[src/rtl/qr_pkg.sv]
package qr_pkg;

  localparam int SAMPLE_W = 13;
  localparam int ROW_IDX_W = 3;
  localparam int K_W = 11;
  localparam int PROD_W = SAMPLE_W + K_W;   // 24 bit product

  typedef logic signed [SAMPLE_W-1:0] sample_t;
  typedef logic [ROW_IDX_W-1:0] row_idx_t;
  typedef logic [2:0] iter_t;               // first micro-rotation, even
  typedef logic [1:0] cordic_dir_t;         // two direction bits per cycle

  // one matrix row, col1 in the upper half
  typedef struct packed {
    sample_t col1;
    sample_t col0;
  } qr_row_t;

  // rows under rotation, x keeps the norm and y is driven to zero
  typedef struct packed {
    qr_row_t x_row;
    qr_row_t y_row;
  } qr_pair_t;

  typedef enum logic [1:0] {
    QR_IDLE = 2'd0,
    QR_CAL  = 2'd1,
    QR_OUT  = 2'd2
  } qr_state_e;

  // cordic gain compensation, 622/1024
  localparam logic signed [K_W-1:0] CORDIC_K = 11'sd622;
  localparam int K_FRAC = 10;

  localparam iter_t LAST_ITER = 3'd6;       // last rotating cycle of a pair

endpackage

[src/rtl/givens_cordic.sv]
`timescale 1ns/100ps

module givens_cordic (
  input  qr_pkg::qr_pair_t pair_q,
  input  qr_pkg::iter_t    iter,
  input  logic             scale,
  output qr_pkg::qr_pair_t pair_d
);
  import qr_pkg::*;

  // one micro-rotation, s set means y was non-negative
  function automatic sample_t rot_x(sample_t x, sample_t y, iter_t sh, logic s);
    sample_t ys;
    ys = y >>> sh;
    if (s) begin
      return x + ys;
    end
    return x - ys;
  endfunction

  function automatic sample_t rot_y(sample_t x, sample_t y, iter_t sh, logic s);
    sample_t xs;
    xs = x >>> sh;
    if (s) begin
      return y - xs;
    end
    return y + xs;
  endfunction

  // times K, keep sign and drop one guard bit
  function automatic sample_t k_scale(sample_t v);
    logic signed [PROD_W-1:0] p;
    p = v * CORDIC_K;
    return {p[PROD_W-1], p[K_FRAC+SAMPLE_W-2:K_FRAC]};
  endfunction

  iter_t       iter_b;    // odd partner iteration
  cordic_dir_t dir;
  sample_t     x0_a;
  sample_t     y0_a;
  sample_t     x0_b;
  sample_t     y0_b;
  sample_t     x1_a;
  sample_t     y1_a;
  sample_t     x1_b;
  sample_t     y1_b;

  assign iter_b = iter + 3'd1;

  always_comb begin
    // vectoring on column 0 picks the directions
    dir[0] = ~pair_q.y_row.col0[SAMPLE_W-1];
    x0_a   = rot_x(pair_q.x_row.col0, pair_q.y_row.col0, iter, dir[0]);
    y0_a   = rot_y(pair_q.x_row.col0, pair_q.y_row.col0, iter, dir[0]);
    dir[1] = ~y0_a[SAMPLE_W-1];
    x0_b   = rot_x(x0_a, y0_a, iter_b, dir[1]);
    y0_b   = rot_y(x0_a, y0_a, iter_b, dir[1]);

    // column 1 follows the same directions
    x1_a = rot_x(pair_q.x_row.col1, pair_q.y_row.col1, iter, dir[0]);
    y1_a = rot_y(pair_q.x_row.col1, pair_q.y_row.col1, iter, dir[0]);
    x1_b = rot_x(x1_a, y1_a, iter_b, dir[1]);
    y1_b = rot_y(x1_a, y1_a, iter_b, dir[1]);

    if (scale) begin
      pair_d.x_row.col0 = k_scale(pair_q.x_row.col0);
      pair_d.y_row.col0 = k_scale(pair_q.y_row.col0);
      pair_d.x_row.col1 = k_scale(pair_q.x_row.col1);
      pair_d.y_row.col1 = k_scale(pair_q.y_row.col1);
    end else begin
      pair_d.x_row.col0 = x0_b;
      pair_d.y_row.col0 = y0_b;
      pair_d.x_row.col1 = x1_b;
      pair_d.y_row.col1 = y1_b;
    end
  end

endmodule

[src/rtl/qr_row_store.sv]
`timescale 1ns/100ps

module qr_row_store #(
  parameter int NUM_ROWS = 8
) (
  input  logic             clk,
  input  logic             rst_n,
  input  logic             load_en,
  input  logic             wb_en,
  input  qr_pkg::row_idx_t rw_idx,
  input  qr_pkg::row_idx_t pair_idx,
  input  qr_pkg::qr_row_t  load_row,
  input  qr_pkg::qr_pair_t pair_d,
  output qr_pkg::qr_pair_t pair_q,
  output qr_pkg::qr_row_t  rd_row
);
  import qr_pkg::*;

  qr_row_t  rows [NUM_ROWS];
  row_idx_t x_idx;

  // x row sits just above the y row
  assign x_idx = pair_idx - 3'd1;

  always_ff @(posedge clk or negedge rst_n) begin
    if (!rst_n) begin
      for (int r = 0; r < NUM_ROWS; r++) begin
        rows[r] <= '0;
      end
    end else begin
      for (int r = 0; r < NUM_ROWS; r++) begin
        if (load_en && (rw_idx == row_idx_t'(r))) begin
          rows[r] <= load_row;
        end else if (wb_en && (x_idx == row_idx_t'(r))) begin
          rows[r] <= pair_d.x_row;
        end else if (wb_en && (pair_idx == row_idx_t'(r))) begin
          rows[r] <= pair_d.y_row;
        end
      end
    end
  end

  // combinational reads, pair for the rotator and one row for unload
  always_comb begin
    pair_q.x_row = rows[x_idx];
    pair_q.y_row = rows[pair_idx];
  end

  assign rd_row = rows[rw_idx];

endmodule

[src/rtl/qr_sequencer.sv]
`timescale 1ns/100ps

module qr_sequencer #(
  parameter int NUM_ROWS = 8
) (
  input  logic             clk,
  input  logic             rst_n,
  input  logic             valid,
  output logic             load_en,
  output logic             wb_en,
  output logic             scale,
  output logic             out_valid,
  output qr_pkg::row_idx_t rw_idx,
  output qr_pkg::row_idx_t pair_idx,
  output qr_pkg::iter_t    iter
);
  import qr_pkg::*;

  localparam row_idx_t TOP_IDX = row_idx_t'(NUM_ROWS - 1);

  qr_state_e state;
  qr_state_e state_nxt;
  logic      scale_q;     // pair is in its K cycle
  logic      cal_start;
  logic      cal_done;
  logic      out_done;

  // last row taken, last pair scaled, last row shown
  assign cal_start = (state == QR_IDLE) && valid && (rw_idx == '0);
  assign cal_done  = (state == QR_CAL) && scale_q && (pair_idx == row_idx_t'(1));
  assign out_done  = (state == QR_OUT) && (rw_idx == '0);

  always_comb begin
    state_nxt = state;
    case (state)
      QR_IDLE: begin
        if (cal_start) begin
          state_nxt = QR_CAL;
        end
      end
      QR_CAL: begin
        if (cal_done) begin
          state_nxt = QR_OUT;
        end
      end
      QR_OUT: begin
        if (out_done) begin
          state_nxt = QR_IDLE;
        end
      end
      default: state_nxt = QR_IDLE;
    endcase
  end

  always_ff @(posedge clk or negedge rst_n) begin
    if (!rst_n) begin
      state <= QR_IDLE;
    end else begin
      state <= state_nxt;
    end
  end

  // shared row counter, counts down while loading and while unloading
  always_ff @(posedge clk or negedge rst_n) begin
    if (!rst_n) begin
      rw_idx <= TOP_IDX;
    end else if (load_en || out_valid) begin
      if (rw_idx == '0) begin
        rw_idx <= TOP_IDX;
      end else begin
        rw_idx <= rw_idx - 3'd1;
      end
    end
  end

  // pair walks bottom-up, iter 0/2/4/6 then one held cycle for K
  always_ff @(posedge clk or negedge rst_n) begin
    if (!rst_n) begin
      pair_idx <= TOP_IDX;
      iter     <= '0;
      scale_q  <= 1'b0;
    end else if (state == QR_CAL) begin
      if (scale_q) begin
        scale_q <= 1'b0;
        iter    <= '0;
        if (cal_done) begin
          pair_idx <= TOP_IDX;
        end else begin
          pair_idx <= pair_idx - 3'd1;
        end
      end else if (iter == LAST_ITER) begin
        scale_q <= 1'b1;      // iter holds here
      end else begin
        iter <= iter + 3'd2;
      end
    end
  end

  assign load_en   = (state == QR_IDLE) && valid;
  assign wb_en     = (state == QR_CAL);
  assign scale     = wb_en && scale_q;
  assign out_valid = (state == QR_OUT);

endmodule

[src/rtl/qr_cordic_top.sv]
`timescale 1ns/100ps

module qr_cordic_top #(
  parameter int NUM_ROWS = 8
) (
  input  logic            clk,
  input  logic            rst_n,
  input  logic            valid,
  input  qr_pkg::qr_row_t in_row,
  output logic            out_valid,
  output qr_pkg::qr_row_t out_row
);
  import qr_pkg::*;

  logic     load_en;
  logic     wb_en;
  logic     scale;
  row_idx_t rw_idx;
  row_idx_t pair_idx;
  iter_t    iter;
  qr_pair_t pair_q;
  qr_pair_t pair_d;
  qr_row_t  rd_row;

  qr_sequencer #(
    .NUM_ROWS (NUM_ROWS)
  ) u_seq (
    .clk       (clk),
    .rst_n     (rst_n),
    .valid     (valid),
    .load_en   (load_en),
    .wb_en     (wb_en),
    .scale     (scale),
    .out_valid (out_valid),
    .rw_idx    (rw_idx),
    .pair_idx  (pair_idx),
    .iter      (iter)
  );

  qr_row_store #(
    .NUM_ROWS (NUM_ROWS)
  ) u_store (
    .clk      (clk),
    .rst_n    (rst_n),
    .load_en  (load_en),
    .wb_en    (wb_en),
    .rw_idx   (rw_idx),
    .pair_idx (pair_idx),
    .load_row (in_row),
    .pair_d   (pair_d),
    .pair_q   (pair_q),
    .rd_row   (rd_row)
  );

  givens_cordic u_givens (
    .pair_q (pair_q),
    .iter   (iter),
    .scale  (scale),
    .pair_d (pair_d)
  );

  assign out_row = out_valid ? rd_row : '0;   // quiet bus between matrices

endmodule

[config.mk]
export PLATFORM = sky130hd
export DESIGN_NAME = qr_cordic_top
export DESIGN_NICKNAME = d
export VERILOG_FILES = /design/src/rtl/qr_pkg.sv /design/src/rtl/givens_cordic.sv /design/src/rtl/qr_row_store.sv /design/src/rtl/qr_sequencer.sv /design/src/rtl/qr_cordic_top.sv
export SDC_FILE = /design/constraint.sdc
export NUM_CORES = 2
export LEC_CHECK = 0
export BUFFER_PORTS_ARGS = -buffer_cell sky130_fd_sc_hd__buf_2
export CAP_MARGIN = 40
export CORE_ASPECT_RATIO = 1.2
export CORE_MARGIN = 5
export CORE_UTILIZATION = 65
export CTS_CLUSTER_SIZE = 12
export DETAILED_ROUTE_END_ITERATION = 6
export PLACE_DENSITY = 0.82
export SYNTH_ARGS = -nofsm -noshare
export SYNTH_HDL_FRONTEND = slang
export SYNTH_SLANG_ARGS = --single-unit
export TNS_END_PERCENT = 1
[constraint.sdc]
create_clock -name clk -period 11.48 [get_ports clk]
set_input_delay 1.148 -clock clk [delete_from_list [all_inputs] [get_ports clk]]
set_output_delay 1.148 -clock clk [all_outputs]
set_load 0.01 [all_outputs]
==> results list <==
* Post-CTS Hold Fix Bufs: 0
* Clock-pin slew of the registers on the worst-case setup and hold paths: 0.07 ns
- Number of nets in the synthesized netlist: 4456
- Final setup skew: 0.0318 ns
- CTS Root Cell: clkbuf_16
* GRT Util Overall: 41.1%
* Violations in the final reports: design-rule violations
- Counting flops with a built-in enable in the synthesized netlist gives 0.
* Full die area: about 58000 um2
- Critical Path Slowest Stage Cell: dfstp_4
- Nature of the critical path endpoint: register
- Count of max-cap constraint violations: 0
- Wire length of the first global-routing pass: 190 mm
- The via count of the first global-routing pass was 33200.
- Flop2flop setup slack: 0.67 ns
- Starting Density: between 60% and 70%
- Data on the critical path arrives at its endpoint at 11.26 ns.
- Unrepaired setup endpoints after global routing: false
- The first detailed-routing pass took 7 iterations.
- After the first detailed-routing iteration, the DRC count stood at 4760.
- In this run the remaining antenna-violating nets after routing total 0.
- Count leader, synth: nor2_1
* Number of warnings issued by yosys: 0
- CTS built an H-tree with a depth of 1.
- TritonCTS built the clock tree.
- Count of state elements after synthesis: around 220
- Post-placement setup slack: 0.880 ns
- Core Footprint: 53400 um2
- Width of the die: 221 um
- Among all flip-flop cells after synthesis, the most frequent one is dfrtp_1.
- Post-synthesis to final-layout area growth: 4.26%
- For the worst-skew pair, the clock arrives at the later sink with an insertion delay of 0.57 ns.
- Most used cell, CP: ha_1
- Post-synthesis async set-or-reset flop share: 100%
* Post-detailed-placement half-perimeter wirelength: 89.0 mm
* Synth area leaders: dfrtp_1 (15%), ha_1 (12%), fa_1 (11%)
* Std cell rows: slightly above 90
- Final weighted congestion of routability-driven global placement: approximately 1.0
- Worst hold-check path type: register to register
- In the final design database the tool counted 4378 nets.
- The final layout contains routed wiring with a total length of 124 mm.
- Hold is met by 0.558 ns.
- The worst path uses 94.1% of the clock period.
* Number of antenna violations at the first check in global routing: 1
- Final setup violation count: 0
- For this design, the sink count on the clock tree is 219.
- Cell accounting for the most synthesized area: dfrtp_1
- The floorplan step set the die height to roughly 260 um.
- Required time reported for the critical path endpoint: 11.93 ns
- Buffers placed on the I/O ports in this run total 55.
* N_diodes: 0
* Crit Path Max Fanout: 44
* Worst Setup Start Kind: register
- Routed vias: 33500
* Syn Area/Cell: 8.94 um2
- Measured against its own limit, the worst slew margin works out to 32.7%.
- For the pin with the worst max-slew slack, the measured transition is around 1 ns.
- Worst stage delay on the critical path: 1.02 ns
- Class of the most critical setup path: register to register
- After routing, the total negative slack on setup checks comes to 0 ns.
- Sequential cell area fraction in the yosys report: about 16%
- Entering global routing, the biggest net connects 79 pins.
- TritonCTS created 22 clock buffers.
- The synthesized design devotes to its leading area cell type roughly 15% of total area.
- Ranked by instance count, the synthesized netlist is headed by nor2_1 (454), ha_1 (337), a21oi_1 (295), o21ai_0 (275), inv_1 (264).
- After detailed routing, the number of vias per cell comes to roughly 7.4.
* Number of hold violations in the final report: 0
- CTS max path bufs: 3
- Smallest setup slack after layout: ~0.67 ns
- Share of layout cells above drive strength 1: 12.5%
* Post-synth design cell area: 34900 um2
- Total I/O pin count: 56
- The cell count after synthesis came out at 3902.
* Overflow left after global routing: 0
- Number of max-slew violations in the final report: 0
- Routed length per instance: 27.2 um
- Max frequency: 0.0925 GHz
* Residual DRC count: 18
- The synthesized netlist contains 109 unique library cells.
- Subtracting the final worst setup slack from the clock period gives ~11 ns.
- Status: finished with violations
==> repair_timing <==
item | in CTS | in global routing
hold endpoints to repair | 0 | 0
gates resized for setup | 0 | 0
setup endpoints to repair | 0 | 9
setup buffers | 0 | 1
==> cells in the final DEF, fill, tap and decap left out, drive strengths merged, types with 31 or more instances in the layout <==
cell	n
fa	188
nor3	71
clkbuf	34
o21ai	296
a21o	31
inv	268
a221o	33
nand2	219
xor2	58
a22oi	156
buf	162
mux4	166
xnor2	117
o21a	34
mux2	55
a21oi	296
nor2b	34
nand3	40
mux2i	119
and2	31
dfrtp	213
nor2	454
ha	337
==> worst paths after layout <==
kind,from,depth (start not counted),end
worst max-delay path,u_seq.pair_idx[0],34,u_store.rows[181]
worst min-delay path,u_store.rows[65],2,u_store.rows[65]
worst max register to register,u_seq.pair_idx[0],34,u_store.rows[181]
worst min register to register,u_store.rows[65],2,u_store.rows[65]
max in group asynchronous,rst_n,3,u_seq.pair_idx[1]
min in group asynchronous,rst_n,1,u_store.rows[186]
==> through the flow <==
stage	util (%)	std cells	area, um2
6_report	68.1	4547	36400
4_1_cts	68.0	4544	36300
3_5_place_dp	66.8	4509	35700
2_1_floorplan	-	3902	34900
5_1_grt	68.1	4547	36400
3_3_place_gp	66.3	4482	35400
==> kinds of logic (layout without fill, tap and decap cells) <==
kind of cell	count (synthesis)	in the layout	synth area share (%)
AO/OA/AOI/OAI	1124	1124	20.9
AND/OR/NAND/NOR	983	983	12.6
buffers and inverters	532	465	6.96
adder cells (fa/ha/maj)	527	527	22.9
multiplexers	340	340	16.3
flip-flops	219	219	15.7
XOR/XNOR	177	177	4.52
==> cell type report <==
class / count / area (um2)
multi-input combinational: 3151 / 27100
fill: 4161 / 17000
sequential: 219 / 5500
timing repair buffer: 162 / 1190
inverter: 268 / 1010
tap: 712 / 891
clock buffer: 34 / 637
clock inverter: 1 / 5.00
==> sequential cells by signal, indices dropped and copies added (netlist names) <==
signal	flops
u_seq.pair_idx	3
u_store.rows	208
u_seq.rw_idx	3
u_seq.iter	2
u_seq.scale_q	1
u_seq.state	2
==> routing by layer <==
layer	global-route usage [%]	wire length [um]	up-vias
met5	0	20	-
met2	62.3	52600	2872
li1	-	-	14100
met3	13.1	18400	830
met1	51.1	42200	15700
met4	26.1	10300	2
==> worst max-delay path: cells and delay by family (launching register included) <==
kind	cells	cell delay, ns
fa+ha+maj	5	1.46
simple gates	5	0.95
buf+inv	2	0.20
mux	3	1.29
xor+xnor	4	1.48
flops	1	1.02
compound gates	15	4.26
Power is not shown: default switching activity piles up to over one toggle a cycle in this logic, so the estimate is an artifact.
